==> src/hw/sysbus_pkg.sv <==
/*
 * Shared definitions of the console bus fabric
 * Request structs of the 68K and Z80 master ports
 * Main-bus command and sound-bus request structs
 * Address decoder targets, bus widths and divider periods
 */
`default_nettype none

package sysbus_pkg;

	// Widths
	localparam int MBUS_AW = 23;
	localparam int ZBUS_AW = 15;
	localparam int BAR_W = 9;

	// Clock enable periods in MCLK cycles
	localparam int M68K_DIV = 7;
	localparam int Z80_DIV = 15;

	// Unmapped sound-bus read
	localparam logic [7:0] OPEN_ZBUS = 8'hFF;

	// 68K master request, word addressed
	typedef struct packed {
		logic [MBUS_AW-1:0] addr;
		logic [15:0]        wdata;
		logic               rnw;
		logic               as_n;
		logic               uds_n;
		logic               lds_n;
	} m68k_req_t;

	// Z80 master request, byte addressed
	typedef struct packed {
		logic [15:0] addr;
		logic [7:0]  wdata;
		logic        mreq_n;
		logic        rd_n;
		logic        wr_n;
	} z80_req_t;

	// Transfer latched by the main-bus arbiter
	typedef struct packed {
		logic [MBUS_AW-1:0] addr;
		logic [15:0]        data;
		logic               rnw;
		logic               uds_n;
		logic               lds_n;
	} mbus_cmd_t;

	// Main bus into the sound-CPU bus
	typedef struct packed {
		logic      sel;
		mbus_cmd_t cmd;
	} zbus_cmd_t;

	typedef enum logic [2:0] {
		TGT_NONE,
		TGT_ROM,
		TGT_RAM,
		TGT_ZBUS,
		TGT_CTRL
	} target_t;

	// Z80 memory cycle in progress
	function automatic logic z80_active(z80_req_t req);
		return !req.mreq_n && (!req.rd_n || !req.wr_n);
	endfunction

endpackage

`default_nettype wire
==> src/hw/main_decode.sv <==
/*
 * Main-bus address decoder
 * Maps a word address to ROM, work RAM, sound bus, control register or nothing
 */
`timescale 1ns/1ps
`default_nettype none

module main_decode #(
	parameter int ROM_BYTES = 'h400000
) (
	input  wire [sysbus_pkg::MBUS_AW-1:0] addr,
	output sysbus_pkg::target_t           target
);

	logic [sysbus_pkg::MBUS_AW:0] byte_addr;

	assign byte_addr = {addr, 1'b0};

	always_comb begin
		if (byte_addr < ROM_BYTES)
			target = sysbus_pkg::TGT_ROM;
		// E00000-FFFFFF
		else if (byte_addr[23:21] == 3'b111)
			target = sysbus_pkg::TGT_RAM;
		// A00000-A0FFFF
		else if (byte_addr[23:16] == 8'hA0)
			target = sysbus_pkg::TGT_ZBUS;
		// A11100 and A11200, low byte zero
		else if (byte_addr[23:12] == 12'hA11 && byte_addr[7:0] == 8'h00)
			target = sysbus_pkg::TGT_CTRL;
		else
			target = sysbus_pkg::TGT_NONE;
	end

endmodule

`default_nettype wire

==> config.mk <==
export PLATFORM = sky130hd
export DESIGN_NAME = main_decode
export DESIGN_NICKNAME = d
export VERILOG_FILES = /design/src/hw/sysbus_pkg.sv /design/src/hw/main_decode.sv
export SDC_FILE = /design/constraint.sdc
export NUM_CORES = 1
export LEC_CHECK = 0
export BUFFER_PORTS_ARGS = -buffer_cell sky130_fd_sc_hd__clkbuf_2
export CORE_AREA = 3 3 40 42
export DETAILED_ROUTE_END_ITERATION = 7
export DIE_AREA = 0 0 43 45
export PLACE_DENSITY = 0.4
export SLEW_MARGIN = 0
export SYNTH_ARGS = -nofsm -noshare
export SYNTH_HDL_FRONTEND = slang
export SYNTH_SLANG_ARGS = --single-unit
==> constraint.sdc <==
create_clock -name vclk -period 1.7
set_input_delay 0.255 -clock vclk [all_inputs]
set_output_delay 0.255 -clock vclk [all_outputs]
set_load 0.03 [all_outputs]
==> metrics.yaml <==
min_path:
  min_path_type: "input pin to output port"
  hold_depth: 3
  hold_end: "target[1]"
  hold_start: "addr[15]"
sta:
  rsz0062_at_grt: "true"
  drv_slew: 0
  setup_ws_ns: -0.0862
  setup_viol: 3
  finalHoldViolCount: 0
  max_slew_margin_pct: 81.8
  clock.fmax_mhz: 560
  period_needed_ns: 1.79
  period_share_pct: 105
  worst_slew_pin_slew_ns: 0.269
global_route:
  grt_use_total_pct: 5.64
  grt_pass1_vias: 216
  grt_start_max_net_pins: 4
  antenna_found_initial: 0
  grt_pass1_wl_um: 862
  grt-ovfl-total: 0
route:
  postRouteWirelength_um: 548
  avgRoutedWirePerCell_um: 11.2
  dr.pass1.iters: 1
  drc: 0
  via_count: 182
  routed_via_density: 3.71
  ant_nets: 0
  drt_iter0_drc: 0
worst_setup_path:
  cp_slowest_cell: "or4_1"
  critPathRequiredTime_ns: 1.44
  start_kind: "input pin"
  crit_path_max_incr_delay_ns: 0.50
  worstPathArrival_ns: 1.53
  critPathMaxFanout: 3
  crit_path_end_kind: "output port"
  path_cells: "buf_6, or4_1, or3_4, o22ai_2, clkbuf_8"
  critPathKind: "input pin to output port"
floorplanning:
  ios: 26
  die_h_um: 45
  die_x_um: 43
  die_area_um2: 1940
  initial_core_util_pct: 6.04
  core-area_um2: 1280
  row_count: 13
final_layout:
  antennaDiodeCount: 0
  fin_util_pct: 20.3
  drive_gt1_share_pct: 79.4
  nClkBuffers: 0
  multi_input_area_um2: 93.8
  seq_cells: 0
  synthToLayoutAreaGrowth_pct: 235
  fillCellCount: 149
  nets: 59
  layout_commonest_cell: "clkbuf_2"
  fin_cells: 49
  final-seq-area_um2: 0
synthesis:
  yosys.area.top_type: "nor4b_1"
  ys_warn_count: 0
  synthDistinctLibCells: 8
  yosysTopAreaCellShare_pct: 22.6
  syn_area_per_cell_um2: 7.05
  synthTopCellsByArea: "nor4b_1 (23%), or4_1 (19%), or3_4 (15%)"
  synth.cell_area_um2: 77.6
  syn_inst: 11
  ys_seq_area_share_pct: 0
  syn-num-nets: 34
placement:
  dpl.cell_count: 49
  pre_cts_slack_ns: -0.177
  gp_congestion: 0.786
  port_buffers: 22
run_status:
  status: "finished, violations left"
  violations: "negative setup slack"
run:
  maxCapViolations: 0
power:
  p_per_area_nw_per_um2: 174
  switchingPower_mw: 0.0183
  irDropWorstVdd_mv: 0.0450
  p_sw_share_pct: 40.4
  p_clk_share_pct: 0
  power_frac_comb_pct: 100.0
  pwr-share-seq_pct: 0
  power.leakage_nw: 0.137
  internal-power_mw: 0.0270
clocking:
  cts_setup_buffers: 0
per-layer routing:
layer  GRT usage [%]  share of wire (%)
met1            8.81                 50
met2            7.49                 31
met3            2.39                 19
met4               0                  0
met5               0                  0
power by group through the flow:
stage / Sequential [mW] / Clock, mW / Combinational [mW]
after floorplan: 0 / 0 / 0.0108
final: 0 / 0 / 0.0454
after CTS: 0 / 0 / 0.0425
after global placement: 0 / 0 / 0.0401
after detailed placement: 0 / 0 / 0.0399
after global routing: 0 / 0 / 0.0494
critical path: cells and delay by family:
family | cells | cell delay, ns
AOI/OAI and AO/OA | 1 | 0.12
buffers and inverters | 2 | 0.27
and+or+nand+nor | 2 | 0.87
worst max path at each step:
stage,startpoint,end,slack (ns),depth (start not counted)
floorplan,addr[21],target[1],-0.13,3
global placement,addr[21],target[2],-0.18,5
detailed placement,addr[21],target[2],-0.18,5
CTS,addr[21],target[1],-0.1,5
global route,addr[21],target[0],-0.14,5
finish,addr[21],target[0],-0.09,5
stage by stage:
stage	instance area [um2]	total power, mW	hold slack, ns	TNS (ns)
finish	260	0.0454	0.819	-0.236
global route	260	0.0494	0.838	-0.379
CTS	240	0.0425	0.861	-0.257
detailed placement	220	0.0399	0.873	-0.421
global placement	220	0.0401	0.877	-0.464
floorplan	83.8	0.0108	0.623	-0.266
cell type report:
cell class                      instances  area share (%)
Multi-Input combinational cell         11            36.1
Timing Repair Buffer                   23            56.7
Tap cell                               15            7.21
logic make-up after synthesis:
kind of cell / synth area share (%)
AOI/OAI and AO/OA: 14.5
and+or+nand+nor: 85.5
cells in the mapped netlist:
master   instances
or3_4            1
o21ai_0          1
o22ai_1          1
nor3_2           1
nor4b_1          2
nand2_1          2
nand3_1          1
or4_1            2
repair_timing:
item	CTS	global route
pin swaps	2	1
endpoints found under the setup margin	3	3
hold buffers	0	0
resized for setup	5	5
(Power assumes the default switching activity.)
