<file path="src/hw/sysbus_pkg.sv">
/*
 * Shared definitions of the console bus fabric
 * Request structs of the 68K and Z80 master ports
 * Main-bus command and sound-bus request structs
 * Address decoder targets, bus widths and divider periods
 */
`default_nettype none

package sysbus_pkg;

	// Widths
	localparam int MBUS_AW = 23;
	localparam int ZBUS_AW = 15;
	localparam int BAR_W = 9;

	// Clock enable periods in MCLK cycles
	localparam int M68K_DIV = 7;
	localparam int Z80_DIV = 15;

	// Unmapped sound-bus read
	localparam logic [7:0] OPEN_ZBUS = 8'hFF;

	// 68K master request, word addressed
	typedef struct packed {
		logic [MBUS_AW-1:0] addr;
		logic [15:0]        wdata;
		logic               rnw;
		logic               as_n;
		logic               uds_n;
		logic               lds_n;
	} m68k_req_t;

	// Z80 master request, byte addressed
	typedef struct packed {
		logic [15:0] addr;
		logic [7:0]  wdata;
		logic        mreq_n;
		logic        rd_n;
		logic        wr_n;
	} z80_req_t;

	// Transfer latched by the main-bus arbiter
	typedef struct packed {
		logic [MBUS_AW-1:0] addr;
		logic [15:0]        data;
		logic               rnw;
		logic               uds_n;
		logic               lds_n;
	} mbus_cmd_t;

	// Main bus into the sound-CPU bus
	typedef struct packed {
		logic      sel;
		mbus_cmd_t cmd;
	} zbus_cmd_t;

	typedef enum logic [2:0] {
		TGT_NONE,
		TGT_ROM,
		TGT_RAM,
		TGT_ZBUS,
		TGT_CTRL
	} target_t;

	// Z80 memory cycle in progress
	function automatic logic z80_active(z80_req_t req);
		return !req.mreq_n && (!req.rd_n || !req.wr_n);
	endfunction

endpackage

`default_nettype wire
</file>
<file path="src/hw/main_bus.sv">
/*
 * Main-bus arbiter
 * Serves the 68K and the banked Z80 window, one transfer at a time
 * Holds the Z80 bus request and reset control register
 */
`timescale 1ns/1ps
`default_nettype none

module main_bus (
	input  wire                           MCLK,
	input  wire                           reset,
	input  wire                           m68k_ce_n,
	input  wire sysbus_pkg::m68k_req_t    m68k_req,
	input  wire sysbus_pkg::z80_req_t     z80_req,
	input  wire [sysbus_pkg::BAR_W-1:0]   bank_addr,
	input  wire sysbus_pkg::target_t      target,
	input  wire [15:0]                    ram_rdata,
	input  wire                           rom_ack,
	input  wire [15:0]                    rom_data,
	input  wire [7:0]                     zbus_rdata,
	input  wire                           zbus_dtack_n,
	output sysbus_pkg::mbus_cmd_t         mbus_cmd,
	output logic                          ram_we_u,
	output logic                          ram_we_l,
	output logic                          rom_req,
	output sysbus_pkg::zbus_cmd_t         zbus_cmd,
	output logic [15:0]                   m68k_rdata,
	output logic                          m68k_dtack_n,
	output logic [7:0]                    z80_rdata,
	output logic                          z80_mbus_dtack_n,
	output logic                          z80_busreq_n,
	output logic                          z80_reset_n
);

	typedef enum logic [2:0] {
		S_IDLE,
		S_SELECT,
		S_LOCAL,
		S_ROM,
		S_ZBUS,
		S_FINISH
	} state_t;

	state_t      state;
	logic        from_z80;
	logic        zsel;
	logic [15:0] rd_word;
	logic        ctrl_bit;
	logic        ctrl_wr;
	logic        take_68k;
	logic        take_z80;
	logic        strobe_moved;

	// 68K only on its falling phase, Z80 window only for 8000-FFFF
	assign take_68k = !m68k_req.as_n && m68k_dtack_n && m68k_ce_n;
	assign take_z80 = sysbus_pkg::z80_active(z80_req) && z80_req.addr[15] &&
		z80_mbus_dtack_n;
	assign strobe_moved = {m68k_req.uds_n, m68k_req.lds_n} != {mbus_cmd.uds_n, mbus_cmd.lds_n};

	assign zbus_cmd = '{sel: zsel, cmd: mbus_cmd};

	// Byte-lane writes in the single local-access cycle
	assign ram_we_u = state == S_LOCAL && target == sysbus_pkg::TGT_RAM &&
		!mbus_cmd.rnw && !mbus_cmd.uds_n;
	assign ram_we_l = state == S_LOCAL && target == sysbus_pkg::TGT_RAM &&
		!mbus_cmd.rnw && !mbus_cmd.lds_n;
	assign ctrl_wr = state == S_LOCAL && target == sysbus_pkg::TGT_CTRL &&
		!mbus_cmd.rnw && !mbus_cmd.uds_n;

	// Address bits 11..8 pick the register
	always_comb begin
		case (mbus_cmd.addr[10:7])
			4'd1: ctrl_bit = z80_busreq_n;
			4'd2: ctrl_bit = z80_reset_n;
			default: ctrl_bit = 1'b0;
		endcase
	end

	always_ff @(posedge MCLK) begin
		if (reset) begin
			state <= S_IDLE;
			from_z80 <= 1'b0;
			zsel <= 1'b0;
			rom_req <= 1'b0;
			m68k_dtack_n <= 1'b1;
			z80_mbus_dtack_n <= 1'b1;
			z80_busreq_n <= 1'b1;
			z80_reset_n <= 1'b0;
		end else begin
			// Acknowledges release once the master ends its cycle
			if (m68k_req.as_n)
				m68k_dtack_n <= 1'b1;
			if (!sysbus_pkg::z80_active(z80_req))
				z80_mbus_dtack_n <= 1'b1;

			case (state)
			S_IDLE: begin
				if (take_68k) begin
					from_z80 <= 1'b0;
					mbus_cmd <= '{
						addr:  m68k_req.addr,
						data:  m68k_req.wdata,
						rnw:   m68k_req.rnw,
						uds_n: m68k_req.uds_n,
						lds_n: m68k_req.lds_n
					};
					state <= S_SELECT;
				end else if (take_z80) begin
					from_z80 <= 1'b1;
					mbus_cmd <= '{
						addr:  {bank_addr, z80_req.addr[14:1]},
						data:  {z80_req.wdata, z80_req.wdata},
						rnw:   z80_req.wr_n,
						uds_n: z80_req.addr[0],
						lds_n: ~z80_req.addr[0]
					};
					state <= S_SELECT;
				end
			end

			S_SELECT: begin
				case (target)
					sysbus_pkg::TGT_ROM: begin
						rom_req <= ~rom_ack;
						state <= S_ROM;
					end
					sysbus_pkg::TGT_ZBUS: begin
						zsel <= 1'b1;
						state <= S_ZBUS;
					end
					default: state <= S_LOCAL;
				endcase
			end

			// RAM, control register and unmapped space
			S_LOCAL: begin
				case (target)
					sysbus_pkg::TGT_RAM: rd_word <= ram_rdata;
					sysbus_pkg::TGT_CTRL: rd_word <= {7'd0, ctrl_bit, 8'd0};
					default: rd_word <= 16'h0000;
				endcase
				if (ctrl_wr && mbus_cmd.addr[10:7] == 4'd1)
					z80_busreq_n <= ~mbus_cmd.data[8];
				if (ctrl_wr && mbus_cmd.addr[10:7] == 4'd2)
					z80_reset_n <= mbus_cmd.data[8];
				state <= S_FINISH;
			end

			S_ROM: begin
				if (rom_req == rom_ack) begin
					rd_word <= rom_data;
					state <= S_FINISH;
				end
			end

			S_ZBUS: begin
				if (!zbus_dtack_n) begin
					zsel <= 1'b0;
					rd_word <= {zbus_rdata, zbus_rdata};
					state <= S_FINISH;
				end
			end

			S_FINISH: begin
				if (from_z80) begin
					// Odd Z80 address reads the low byte
					z80_rdata <= mbus_cmd.uds_n ? rd_word[7:0] : rd_word[15:8];
					z80_mbus_dtack_n <= 1'b0;
					state <= S_IDLE;
				end else begin
					m68k_rdata <= rd_word;
					m68k_dtack_n <= 1'b0;
					// Hold here while the 68K keeps the same cycle
					if (m68k_req.as_n || strobe_moved)
						state <= S_IDLE;
				end
			end

			default: state <= S_IDLE;
			endcase
		end
	end

	// A new ROM request only follows a ROM decode in SELECT
	assert property (@(posedge MCLK) disable iff (reset)
		$changed(rom_req) |-> $past(state == S_SELECT && target == sysbus_pkg::TGT_ROM));

endmodule

`default_nettype wire

</file>
<file path="config.mk">
export PLATFORM = sky130hd
export DESIGN_NAME = main_bus
export DESIGN_NICKNAME = d
export VERILOG_FILES = /design/src/hw/sysbus_pkg.sv /design/src/hw/main_bus.sv
export SDC_FILE = /design/constraint.sdc
export NUM_CORES = 1
export LEC_CHECK = 0
export BUFFER_PORTS_ARGS = -buffer_cell sky130_fd_sc_hd__buf_2
export CORE_MARGIN = 1.5
export CORE_UTILIZATION = 37
export CTS_CLUSTER_DIAMETER = 30
export DETAILED_ROUTE_END_ITERATION = 8
export PLACE_DENSITY = 0.76
export SYNTH_ARGS = -nofsm -noshare
export SYNTH_HDL_FRONTEND = slang
export SYNTH_SLANG_ARGS = --single-unit
export TNS_END_PERCENT = 100
</file>
<file path="constraint.sdc">
create_clock -name MCLK -period 4.5 [get_ports MCLK]
set_clock_uncertainty 0.2 [all_clocks]
set_input_delay 0.45 -clock MCLK [delete_from_list [all_inputs] [get_ports MCLK]]
set_output_delay 0.45 -clock MCLK [all_outputs]
set_load 0.01 [all_outputs]
</file>
==> impl_metrics.py <==
metrics = {
    "drt": {
        "number_of_violations_reported_at_the_end_of_detailed_routing_iteration_0": 193,
        "detailroute.via_count": 3507,
        "ant_nets": 0,
        "drt-pass1-iter-count": 6,
        "remaining_drc_errors": 0,
        "detail_route.wl_per_cell_um": 15.24,
        "drt-vias-per-instance": 4.912,
        "total_routed_wirelength_um": 10880,
    },
    "timing": {
        "finalSetupViolations": 0,
        "setup_repair_after_global_routing_missed_its_margin": "false",
        "pin_slew_with_the_least_headroom_to_its_limit_ns": 1.272,
        "final_period_minus_worst_setup_slack_ns": 2.977,
        "relSlewSlack_pct": 14.84,
        "setup_tns_final_ns": 0,
        "final_max_slew_viol_count": 0,
        "post-route-period-util_pct": 66.16,
        "fmax_mhz": 335.9,
        "finalHoldViolations": 0,
    },
    "critical_path": {
        "timing.critical_path.slowest_cell_delay_ns": 1.04,
        "worst_path_buffer_plus_inverter_count": 0,
        "critical-path-top-cell-by-count": "sky130_fd_sc_hd__nor3b_2",
        "worst_r2r_startpoint": "state[2]",
        "critPathTopFamily": "simple AND/OR/NAND/NOR gates",
        "crit_type": "reg2reg",
        "worstPathMaxFanout": 16,
        "cp-startpoint": "state[2]",
        "crit_required_ns": 4.25,
        "critical_path.cell_chain": "nor3b_2 > a21oi_1 > nor3b_2",
        "cp_slowest_cell": "sky130_fd_sc_hd__nor3b_2",
        "crit_arrival_ns": 2.73,
        "critical_path.endpoint_type": "flop",
        "worst_setup_path_start_kind": "flop",
    },
    "logic_synthesis": {
        "synth_seq_area_share_pct": 62.22,
        "syn-cell-area_mm2": 0.004279,
        "synth-warning-count": 0,
        "edff_count_synth": 82,
        "ys_types": 45,
        "syn_area_per_cell_um2": 11.63,
        "synth_nets": 495,
        "post_synth_inst_count": 368,
        "most_used_flip_flop_cell_after_synthesis": "sky130_fd_sc_hd__edfxtp_1",
        "synth.ff_latch_count": 92,
        "async_flop_share_pct": 0,
    },
    "power_and_ir_drop": {
        "share_comb_of_total_power_pct": 20.3,
        "power_frac_seq_pct": 48.7,
        "power.density_cell_area_mw_per_mm2": 414.0,
        "ir_worst_vdd_mv": 0.1845,
        "power_switching_share_pct": 28.97,
        "internal_power_w": 0.001648,
        "netSwitchingPower_w": 0.0006720,
        "total_leakage_power_nw": 2.538,
        "clockPowerShare_pct": 30.9,
    },
    "clock_network": {
        "cts-buffers-inserted": 9,
        "cts_tree": "done",
        "cts_max_level": 3,
        "numClockSinks": 92,
        "worst_setup_hold_path_clk_slew_ns": 0.07,
        "cts_resized": 0,
        "max-clock-path-buffers": 2,
        "clock_latency_ns": 0.33,
        "clk_root_buffer_cell": "sky130_fd_sc_hd__clkbuf_16",
        "postCtsSetupRepairBufs": 0,
        "cts.hold.buffers_added": 0,
    },
    "floorplan": {
        "core_area_mm2": 0.01137,
        "io_pins": 243,
        "initial_cell_density_of_the_core_pct": 37.64,
        "die_boundary_height_um": 110.5,
        "rows": 39,
        "die_area_mm2": 0.01222,
        "die_width_um": 110.5,
    },
    "placement": {
        "port_buffers": 242,
        "hpwlAfterDp_um": 8400,
        "globalplace.congestion": 0.7994,
    },
    "final_layout": {
        "syn2layout_area_growth_pct": 30.94,
        "final_core_utilization_pct": 49.28,
        "nNetsFinal": 693,
        "number_of_filler_cells_placed_in_the_layout": 996,
        "layout-drive-gt1-share_pct": 47.81,
        "number_of_diodes": 0,
    },
    "global_routing": {
        "grt_usage_pct": 17.37,
        "via_count_of_the_first_global_routing_pass": 3319,
        "global_route_wire_length_before_repair_um": 16570,
        "grt_start_max_net_pins": 44,
        "overflow": 0,
        "initial_antenna_violation_count": 0,
    },
    "worst_hold_path": {
        "timing.hold.worst.start": "rom_ack",
        "min-delay-path-class": "in2reg",
    },
    "flow_run": {
        "max_cap_violations": 0,
    },
    "status": {
        "run_status": "finished clean",
    },
}
[layer usage]
metal / vias to the layer above / wire length (um) / GRT usage [%]
li1: 1668 / - / -
met1: 1639 / 4250 / 19.94
met2: 182 / 5590 / 30.91
met3: 18 / 776 / 4.226
met4: 0 / 264 / 7.179
met5: - / 0 / 0
[cell usage in the layout, fill, tap and decap left out, types with 3 or more instances in the layout]
cell type / synthesis / final
sky130_fd_sc_hd__nor3_1: 5 / 3
sky130_fd_sc_hd__nand2_1: 118 / 118
sky130_fd_sc_hd__nor3b_2: 1 / 3
sky130_fd_sc_hd__buf_2: 2 / 242
sky130_fd_sc_hd__a21oi_1: 8 / 8
sky130_fd_sc_hd__and2_1: 8 / 8
sky130_fd_sc_hd__buf_4: 43 / 4
sky130_fd_sc_hd__clkbuf_16: 0 / 9
sky130_fd_sc_hd__a31oi_1: 3 / 3
sky130_fd_sc_hd__nor2_1: 6 / 6
sky130_fd_sc_hd__mux2_1: 8 / 8
sky130_fd_sc_hd__edfxtp_1: 82 / 82
sky130_fd_sc_hd__inv_1: 3 / 3
sky130_fd_sc_hd__a311oi_1: 3 / 3
sky130_fd_sc_hd__dfxtp_1: 10 / 10
sky130_fd_sc_hd__a221o_1: 14 / 14
[state kept, by name (all words and copies together), names as in the netlist]
name	cells
from_z80	1
m68k_dtack_n	1
m68k_rdata	16
mbus_cmd	42
rd_word	16
rom_req	1
state	3
z80_busreq_n	1
z80_mbus_dtack_n	1
z80_rdata	8
z80_reset_n	1
zsel	1
[Yosys cell counts, drive strengths merged, types with 2 or more instances]
master | instances | area, um^2
a21o | 2 | 15.01
a21oi | 8 | 40.04
a221o | 14 | 140.1
a222oi | 2 | 20.02
a311oi | 3 | 26.28
a31o | 2 | 17.52
a31oi | 3 | 18.77
and2 | 8 | 50.05
and3b | 3 | 27.53
buf | 48 | 366.6
clkbuf | 11 | 41.29
dfxtp | 10 | 200.2
edfxtp | 82 | 2462
inv | 3 | 11.26
mux2 | 8 | 90.09
nand2 | 118 | 442.9
nand2b | 2 | 12.51
nand3b | 2 | 15.01
nand4 | 2 | 12.51
nor2 | 7 | 28.78
nor2b | 2 | 12.51
nor3 | 6 | 41.29
nor3b | 5 | 42.54
xnor2 | 2 | 17.52
[power groups by stage]
stage | Sequential [W] | Clock [W] | Combinational, W
floorplan | 0.00115 | 0 | 0.000317
global placement | 0.00114 | 0 | 0.000460
detailed placement | 0.00115 | 0 | 0.000474
CTS | 0.00113 | 0.000730 | 0.000476
global route | 0.00114 | 0.000769 | 0.000518
finish | 0.00113 | 0.000718 | 0.000472
[cell type report]
cell class / count / area [um^2] / area share (%)
sequential: 92 / 2663 / 47.52
inverter: 3 / 11.26 / 0.2010
tap: 143 / 178.9 / 3.193
clock buffer: 9 / 225.2 / 4.020
multi-input combinational: 214 / 1224 / 21.84
timing repair buffer: 246 / 1241 / 22.15
clock inverter: 7 / 60.06 / 1.072
[worst paths after layout]
kind,end,slack (ns),cells past startpoint
worst max-delay path,rd_word[8],1.52,3
worst min-delay path,rom_req,0.14,2
worst min register to register,m68k_rdata[10],0.25,0
worst max register to register,rd_word[8],1.52,3
[stage by stage]
| stage | power, W | hold WS (ns) | std cells | setup WS (ns) | instance area (um^2) |
|---|---|---|---|---|---|
| after floorplan | 0.001466 | 0.2187 | 368 | 1.259 | 4284 |
| after global placement | 0.001600 | 0.2199 | 698 | 1.730 | 5318 |
| after detailed placement | 0.001624 | 0.2326 | 698 | 1.565 | 5318 |
| after CTS | 0.002337 | 0.1337 | 714 | 1.545 | 5603 |
| after global routing | 0.002429 | 0.1387 | 714 | 1.305 | 5603 |
| final | 0.002320 | 0.1413 | 714 | 1.523 | 5603 |
[logic make-up (layout without fill, tap and decap cells)]
family	count (synthesis)	after routing	share of synthesized area [%]
AOI/OAI and AO/OA	41	41	7.895
buffers and inverters	62	265	9.795
muxes	8	8	2.105
xor gates and xnor gates	3	3	0.6141
and+or+nand+nor	162	162	17.37
DFF	92	92	62.22
Note: power is estimated with default switching activity, not from simulation.
