==> src/hw/sysbus_pkg.sv <==
/*
 * Shared definitions of the console bus fabric
 * Request structs of the 68K and Z80 master ports
 * Main-bus command and sound-bus request structs
 * Address decoder targets, bus widths and divider periods
 */
`default_nettype none

package sysbus_pkg;

	// Widths
	localparam int MBUS_AW = 23;
	localparam int ZBUS_AW = 15;
	localparam int BAR_W = 9;

	// Clock enable periods in MCLK cycles
	localparam int M68K_DIV = 7;
	localparam int Z80_DIV = 15;

	// Unmapped sound-bus read
	localparam logic [7:0] OPEN_ZBUS = 8'hFF;

	// 68K master request, word addressed
	typedef struct packed {
		logic [MBUS_AW-1:0] addr;
		logic [15:0]        wdata;
		logic               rnw;
		logic               as_n;
		logic               uds_n;
		logic               lds_n;
	} m68k_req_t;

	// Z80 master request, byte addressed
	typedef struct packed {
		logic [15:0] addr;
		logic [7:0]  wdata;
		logic        mreq_n;
		logic        rd_n;
		logic        wr_n;
	} z80_req_t;

	// Transfer latched by the main-bus arbiter
	typedef struct packed {
		logic [MBUS_AW-1:0] addr;
		logic [15:0]        data;
		logic               rnw;
		logic               uds_n;
		logic               lds_n;
	} mbus_cmd_t;

	// Main bus into the sound-CPU bus
	typedef struct packed {
		logic      sel;
		mbus_cmd_t cmd;
	} zbus_cmd_t;

	typedef enum logic [2:0] {
		TGT_NONE,
		TGT_ROM,
		TGT_RAM,
		TGT_ZBUS,
		TGT_CTRL
	} target_t;

	// Z80 memory cycle in progress
	function automatic logic z80_active(z80_req_t req);
		return !req.mreq_n && (!req.rd_n || !req.wr_n);
	endfunction

endpackage

`default_nettype wire
==> src/hw/clock_enables.sv <==
/*
 * Clock enable generator
 * Two 68K phase strobes and the Z80 enable, divided down from MCLK
 */
`timescale 1ns/1ps
`default_nettype none

module clock_enables (
	input  wire  MCLK,
	input  wire  reset,
	output logic m68k_ce_p,
	output logic m68k_ce_n,
	output logic z80_ce
);

	localparam int M68K_CW = $clog2(sysbus_pkg::M68K_DIV);
	localparam int Z80_CW = $clog2(sysbus_pkg::Z80_DIV);
	// Falling phase halfway through the 68K period
	localparam int M68K_MID = sysbus_pkg::M68K_DIV / 2;

	logic [M68K_CW-1:0] m68k_cnt;
	logic [Z80_CW-1:0]  z80_cnt;

	always_ff @(posedge MCLK) begin
		if (reset) begin
			m68k_cnt <= '0;
			z80_cnt <= '0;
			m68k_ce_p <= 1'b0;
			m68k_ce_n <= 1'b0;
			z80_ce <= 1'b0;
		end else begin
			m68k_ce_n <= m68k_cnt == M68K_CW'(M68K_MID);
			m68k_ce_p <= m68k_cnt == M68K_CW'(sysbus_pkg::M68K_DIV - 1);
			if (m68k_cnt == M68K_CW'(sysbus_pkg::M68K_DIV - 1))
				m68k_cnt <= '0;
			else
				m68k_cnt <= m68k_cnt + 1'b1;

			z80_ce <= z80_cnt == Z80_CW'(sysbus_pkg::Z80_DIV - 1);
			if (z80_cnt == Z80_CW'(sysbus_pkg::Z80_DIV - 1))
				z80_cnt <= '0;
			else
				z80_cnt <= z80_cnt + 1'b1;
		end
	end

	// The two 68K phases never coincide
	assert property (@(posedge MCLK) disable iff (reset) !(m68k_ce_p && m68k_ce_n));

endmodule

`default_nettype wire

==> config.mk <==
export PLATFORM = sky130hd
export DESIGN_NAME = clock_enables
export DESIGN_NICKNAME = d
export VERILOG_FILES = /design/src/hw/sysbus_pkg.sv /design/src/hw/clock_enables.sv
export SDC_FILE = /design/constraint.sdc
export NUM_CORES = 1
export LEC_CHECK = 0
export CORE_AREA = 2 2 39 41
export DETAILED_ROUTE_END_ITERATION = 8
export DIE_AREA = 0 0 41 43
export DONT_BUFFER_PORTS = 1
export HOLD_SLACK_MARGIN = 0.1
export MAX_ROUTING_LAYER = met4
export SYNTH_ARGS = -nofsm -noshare
export SYNTH_HDL_FRONTEND = slang
export SYNTH_SLANG_ARGS = --single-unit
==> constraint.sdc <==
create_clock -name MCLK -period 1.25 [get_ports MCLK]
set_input_delay 0.0625 -clock MCLK [delete_from_list [all_inputs] [get_ports MCLK]]
set_output_delay 0.0625 -clock MCLK [all_outputs]
set_load 0.02 [all_outputs]
==> summary.md, run 1 <==
### Worst setup path
* **endpoint of the most critical register-to-register path** z80_ce
* **arrival time at the worst endpoint** 1.25 ns
* **crit path launch type** flop
* **endpoint type of the worst setup path** flop
* **Worst R2R Setup Slack** 0.14 ns
* **Worst Reg-to-Reg Cells** 4
* **critical path class** reg -> reg
* **launch instance of the worst register-to-register path** z80_cnt[0]
* **CP Data Required Time** 1.39 ns
* **Max Fanout on Critical Path** 5

### Yosys
* **cell with the most instances after synthesis** sky130_fd_sc_hd__dfxtp_1
* **post-synth net total** 44
* **register bit total from synthesis** 10
* **combined area of all synthesized cells** 378 um2
* **share of async-settable or async-resettable flops after synthesis** 0
* **Seq/Total Area, Yosys** 0.530
* **number of distinct library cell variants in the gate-level netlist after synthesis** 15
* **main area contributors after synthesis** sky130_fd_sc_hd__dfxtp_1, sky130_fd_sc_hd__ha_1, sky130_fd_sc_hd__nor2_1, sky130_fd_sc_hd__nor2b_1, sky130_fd_sc_hd__inv_1
* **share of Yosys cell area claimed by the top area cell type** 0.530
* **Most used DFF post-synth** sky130_fd_sc_hd__dfxtp_1
* **total number of yosys warnings** 0
* **number of synthesized flops with an enable pin** 0
* **count of mapped cells out of synthesis** 37
* **library cell with the largest summed area after synthesis** sky130_fd_sc_hd__dfxtp_1
* **per-instance average area after synthesis** 10.2 um2
* **most frequent cells after synthesis** sky130_fd_sc_hd__dfxtp_1, sky130_fd_sc_hd__ha_1, sky130_fd_sc_hd__nor2_1, sky130_fd_sc_hd__inv_1

### Placement
* **setup slack after placement** 0.121 ns
* **HPWL reported at the end of detailed placement** 362 um
* **final weighted congestion in routability-driven placement** 0.576
* **count of buffers from port buffering** 0

### Routing
* **average via count per standard cell** 4.26
* **number of remaining DRC errors** 0
* **detail-routed net length per standard cell** 8.86 um
* **final routed wirelength across all metal layers** 514 um
* **vias after detailed routing** 247
* **number of DRC violations after detailed-routing iteration 0** 4
* **first drt pass iteration count** 2
* **number of nets with antenna violations after detailed routing** 0

### CTS
* **clock edge transition at the registers on the reported setup and hold paths** 0.07 ns
* **maximum number of buffers from clock root to sink** 2
* **setup bufs post-CTS** 0
* **root buffer selected by CTS** sky130_fd_sc_hd__clkbuf_4
* **TritonCTS sink count** 10
* **CTS tree** yes
* **Worst-Skew Late Latency** 0.26 ns
* **H-tree depth** 1
* **number of buffers created by CTS** 3

### Finish
* **Register Area** 201 um2
* **# fillers** 148
* **antenna cell count** 0
* **area growth from synthesis to layout** 17.9%
* **area used by multi-input combinational logic** 163 um2
* **proportion of layout cells with a drive suffix above 1** 0.190
* **final-stage net count** 50

### Worst hold path
* **startpoint of the lowest-slack hold path** z80_cnt[0]
* **count of cells along the worst hold path** 1
* **min-delay worst type** reg -> reg
* **sink of the worst hold path** z80_cnt[0]

### STA
* **post-layout min period** 1.11 ns
* **summed negative setup slack over all endpoints** 0 ns
* **final hold viol count** 0
* **Fin Clk Skew** 0.00181 ns
* **timing-limited maximum frequency** 0.900 GHz
* **number of pins with negative max-slew slack in the final report** 0
* **final setup vio count** 0
* **RSZ-0062 raised after global routing** no
* **least setup slack across all paths after layout** 0.139 ns
* **Worst Max-Slew Pin Slew** 0.300 ns
* **fraction of the cycle the final worst path needs** 0.889
* **Slew HR** 0.800

### Pwr
* **Pleak** 0.190 nW
* **maximum vdd ir drop** 0.000535 V
* **ratio of total power to cell area** 1530 nW/um2

### Status
* **status** finished clean

### Global route
* **via count of the first global-routing pass** 233
* **pin count of the biggest net entering global routing** 9
* **grt ovf** 0
* **antenna violations before repair** 0
* **total routing resource utilization after global routing** 0.0793
* **wire length of the first global-routing pass** 903 um

### Floorplanning
* **Rows** 14
* **standard cell core area** 1380 um2
* **boundary pin count** 5
* **die footprint** 1760 um2
* **starting density of the core** 0.273
* **die width** 41 um
* **Die Ht** 43 um

### Job
* **max cap viols** 0

cells in the final DEF, fill, tap and decap left out:
cell type / n
sky130_fd_sc_hd__and3_2: 1
sky130_fd_sc_hd__dlygate4sd3_1: 1
sky130_fd_sc_hd__inv_2: 1
sky130_fd_sc_hd__clkbuf_4: 3
sky130_fd_sc_hd__clkbuf_8: 1
sky130_fd_sc_hd__nor2_1: 4
sky130_fd_sc_hd__nand2b_1: 1
sky130_fd_sc_hd__o21ai_0: 1
sky130_fd_sc_hd__a21oi_2: 1
sky130_fd_sc_hd__inv_1: 3
sky130_fd_sc_hd__nand2_1: 2
sky130_fd_sc_hd__nand4b_1: 1
sky130_fd_sc_hd__a211o_1: 1
sky130_fd_sc_hd__dfxtp_1: 9
sky130_fd_sc_hd__dfxtp_2: 1
sky130_fd_sc_hd__nor2b_1: 2
sky130_fd_sc_hd__ha_1: 5
sky130_fd_sc_hd__a21oi_1: 2
sky130_fd_sc_hd__nor3_1: 2
sequential cells by signal, summed over array words and instances, names as in the netlist:
name / count
m68k_cnt: 3
m68k_ce_p: 1
z80_cnt: 4
m68k_ce_n: 1
z80_ce: 1
worst max-delay path, stage by stage, from the launching register on:
cell and delay, ns:
sky130_fd_sc_hd__dfxtp_2 0.36, sky130_fd_sc_hd__inv_1 0.05, sky130_fd_sc_hd__ha_1 0.21, sky130_fd_sc_hd__and3_2 0.24
sky130_fd_sc_hd__nor2b_1 0.13
where the power goes:
group | total [mW] | switching, mW | leakage, nW | internal [mW]
Sequential | 0.352 | 0.0148 | 0.0821 | 0.337
Clock | 0.287 | 0.110 | 0.0210 | 0.177
Combinational | 0.0424 | 0.0220 | 0.0865 | 0.0204
final cells by class:
class / count / share of cell area
clock buffer: 4 / 0.0815
inverter: 4 / 0.0337
multi-input combinational: 23 / 0.365
sequential: 10 / 0.452
tap: 16 / 0.0449
timing repair buffer: 1 / 0.0225
through the flow:
step / power [mW] / area (um2) / utilization / std cells / hold slack (ns)
final: 0.681 / 445 / 0.322 / 58 / 0.452
after global routing: 0.723 / 445 / 0.322 / 58 / 0.477
after CTS: 0.692 / 444 / 0.321 / 58 / 0.464
after floorplan: 0.388 / 378 / - / 37 / 0.125
after global placement: 0.395 / 398 / 0.288 / 53 / 0.126
after detailed placement: 0.397 / 398 / 0.288 / 53 / 0.126
repair_timing:
action / CTS / global route
hold buffers: 1 / 0
gates resized for setup: 0 / 1
setup endpoints to repair: 0 / 1
hold endpoints to repair: 10 / 0
routing by layer:
metal / GRT usage / wire length (um) / vias up
li1: - / - / 130
met1: 0.0806 / 216 / 110
met2: 0.116 / 254 / 7
met3: 0.0471 / 42 / 0
met4: 0.0400 / 0 / 0
met5: - / 0 / -
worst max-delay path by stage:
stage               slack [ns]  startpoint         end  cells after the start
floorplan                 0.18  z80_cnt[0]  z80_cnt[2]                      4
global placement          0.14  z80_cnt[0]  z80_cnt[2]                      4
detailed placement        0.12  z80_cnt[0]  z80_cnt[2]                      4
CTS                       0.09  z80_cnt[0]      z80_ce                      4
global route              0.06  z80_cnt[0]      z80_ce                      4
finish                    0.14  z80_cnt[0]      z80_ce                      4
logic make-up (layout without fill, tap and decap cells):
| logic type | Yosys count | count (layout) | synth area share |
|---|---|---|---|
| compound gates | 5 | 5 | 0.0861 |
| fa+ha+maj | 5 | 5 | 0.166 |
| buf+inv | 4 | 9 | 0.0397 |
| flops | 10 | 10 | 0.530 |
| simple gates | 13 | 13 | 0.179 |
Power figures use the tool's default switching activity.
==> run 2, diff against run 1 <==
Settings changed: PLACE_DENSITY from default to 0.4.
==> run 2 against run 1 <==
Flip-flop and latch count unchanged. Final area unchanged. Wire length grew 18%. Clock skew is 0.0017 ns higher. Hold slack better by 0.0088 ns. Via count rose by 5.3%. Clock-buffer cell count unchanged. Clock power grew 2%. Die area unchanged. Sequential power barely moved. Non-clock buffer count did not move.
==> summary.md, run 2 (synthesis gave the netlist of run 1 again) <==
### Status
* **status** finished clean, unchanged

### CTS
* **clock edge transition at the registers on the reported setup and hold paths** 0.07 ns, about the same
* **H-tree depth** 1, unchanged
* **setup bufs post-CTS** 0, unchanged
* **number of buffers created by CTS** 3, unchanged
* **TritonCTS sink count** 10, unchanged
* **maximum number of buffers from clock root to sink** 2, unchanged
* **Worst-Skew Late Latency** 0.27 ns, was 0.26 ns
* **root buffer selected by CTS** sky130_fd_sc_hd__clkbuf_4, unchanged
* **CTS tree** yes, unchanged

### Worst hold path
* **sink of the worst hold path** m68k_cnt[0], was z80_cnt[0]
* **min-delay worst type** reg -> reg, unchanged
* **count of cells along the worst hold path** 1, unchanged
* **startpoint of the lowest-slack hold path** m68k_cnt[0], was z80_cnt[0]

### Worst setup path
* **CP Data Required Time** 1.40 ns, was 1.39 ns
* **Max Fanout on Critical Path** 5, unchanged
* **endpoint type of the worst setup path** flop, unchanged
* **Worst R2R Setup Slack** 0.13 ns, was 0.14 ns
* **worst-path cell chain** inv_1 -> ha_1 -> and3_2 -> nor2b_1, unchanged
* **Crit path depth** 4, unchanged
* **launch instance of the worst register-to-register path** z80_cnt[0], unchanged
* **buffer and inverter count on the worst path** 1, unchanged
* **gate family responsible for the most delay along the worst path** flip-flops, was simple AND/OR/NAND/NOR gates
* **crit-path max cell delay** 0.37 ns, was 0.36 ns
* **arrival time at the worst endpoint** 1.27 ns, was 1.25 ns
* **crit path launch type** flop, unchanged
* **Worst path slowest cell** sky130_fd_sc_hd__dfxtp_2, unchanged
* **Worst Reg-to-Reg Cells** 4, unchanged
* **endpoint of the most critical register-to-register path** z80_ce, unchanged
* **critical path class** reg -> reg, unchanged

### Placement
* **count of buffers from port buffering** 0, unchanged
* **HPWL reported at the end of detailed placement** 459 um, was 362 um
* **final weighted congestion in routability-driven placement** 0.608, was 0.576

### Global route
* **total routing resource utilization after global routing** 0.0918, was 0.0793
* **antenna violations before repair** 0, unchanged
* **wire length of the first global-routing pass** 1000 um, was 903 um
* **grt ovf** 0, unchanged
* **pin count of the biggest net entering global routing** 9, unchanged
* **via count of the first global-routing pass** 237, was 233

### Routing
* **vias after detailed routing** 260, was 247
* **number of remaining DRC errors** 0, unchanged
* **first drt pass iteration count** 3, was 2
* **final routed wirelength across all metal layers** 609 um, was 514 um
* **average via count per standard cell** 4.48, was 4.26
* **number of DRC violations after detailed-routing iteration 0** 8, was 4
* **detail-routed net length per standard cell** 10.5 um, was 8.86 um
* **number of nets with antenna violations after detailed routing** 0, unchanged

### Floorplanning
* **boundary pin count** 5, unchanged
* **starting density of the core** 0.273, unchanged
* **Die Ht** 43 um, unchanged
* **standard cell core area** 1380 um2, unchanged
* **die footprint** 1760 um2, unchanged
* **die width** 41 um, unchanged
* **Rows** 14, unchanged

### Finish
* **most common cell after layout, fill and taps aside** sky130_fd_sc_hd__dfxtp_1, unchanged
* **Largest register FFs** 4, unchanged
* **biggest regs** z80_cnt x4, m68k_cnt x3, unchanged
* **area growth from synthesis to layout** 17.9%, unchanged
* **proportion of layout cells with a drive suffix above 1** 0.190, unchanged
* **leading cell types in the layout, fill and taps excluded** sky130_fd_sc_hd__dfxtp_1, sky130_fd_sc_hd__ha_1, sky130_fd_sc_hd__nor2_1, sky130_fd_sc_hd__inv_1, sky130_fd_sc_hd__clkbuf_4, unchanged
* **largest register by flop count** z80_cnt, unchanged
* **antenna cell count** 0, unchanged
* **final-stage net count** 50, unchanged

### Pwr
* **Power, Total** 0.688 mW, was 0.681 mW
* **maximum vdd ir drop** 0.000529 V, was 0.000535 V
* **Pleak** 0.190 nW, unchanged
* **ratio of total power to cell area** 1550 nW/um2, was 1530 nW/um2

### Job
* **max cap viols** 0, unchanged

### STA
* **number of pins with negative max-slew slack in the final report** 0, unchanged
* **summed negative setup slack over all endpoints** 0 ns, unchanged
* **Worst Max-Slew Pin Slew** 0.303 ns, was 0.300 ns
* **final hold viol count** 0, unchanged
* **final setup vio count** 0, unchanged
* **post-layout min period** 1.12 ns, was 1.11 ns
* **timing-limited maximum frequency** 0.895 GHz, was 0.900 GHz
* **fraction of the cycle the final worst path needs** 0.894, was 0.889
* **RSZ-0062 raised after global routing** no, unchanged
* **Fin Clk Skew** 0.00352 ns, was 0.00181 ns
* **Slew HR** 0.797, was 0.800

## run 2: cell counts in the layout (fill, tap and decap cells not counted)
Identical to the previous run, type by type.
## run 2: worst max path at each step
stage,from,end,slack [ns]
floorplan,z80_cnt[0],z80_cnt[2],0.18
detailed placement,z80_cnt[0],z80_cnt[2],0.09
CTS,z80_cnt[0],z80_ce,0.08
global placement,z80_cnt[0],z80_ce,0.14
finish,z80_cnt[0],z80_ce,0.13
global route,z80_cnt[0],z80_cnt[3],0.07
## run 2: final cells by class
cell class / instances / area (um2)
fillers: 147 / 938
repair buffers: 1 / 10.0
inverters: 4 / 15.0
well taps: 16 / 20.0
flip-flops and latches: 10 / 201
clock buffers: 4 / 36.3
multi-input cells: 23 / 163
## run 2: layer usage
layer | part of all wire | up-vias | track usage
met5 | 0 | - | -
met4 | 0.030 | 0 | 0.0600
met3 | 0.034 | 4 | 0.0471
met2 | 0.48 | 5 | 0.113
met1 | 0.45 | 117 | 0.114
li1 | - | 134 | -
## run 2: timing repair
action                                 4_1_cts  5_1_grt
endpoints found under the hold margin       10        0
setup endpoints to repair                    0        1
hold buffers                                 1        0
gates resized for setup                      0        1
## run 2: stage by stage
step	setup slack (ns)	instance area [um2]	std cells	hold WS, ns	util
after global placement	0.139	398	53	0.127	0.288
after global routing	0.0662	445	58	0.494	0.322
final	0.133	445	58	0.460	0.322
after CTS	0.0787	444	58	0.462	0.321
after detailed placement	0.0940	398	53	0.129	0.288
after floorplan	0.178	378	37	0.125	-
## run 2: where the power goes
| part | internal, mW | total [mW] | switching, mW |
|---|---|---|---|
| registers | 0.337 | 0.353 | 0.0164 |
| clock network | 0.177 | 0.293 | 0.116 |
| logic | 0.0205 | 0.0424 | 0.0219 |
## run 2: worst reg2reg max path: cells and delay by family, from the launching register on
kind	cells	cell delay [ns]
AND/OR/NAND/NOR	2	0.37
buffers and inverters	1	0.05
adder cells (fa/ha/maj)	1	0.21
flip-flops	1	0.37
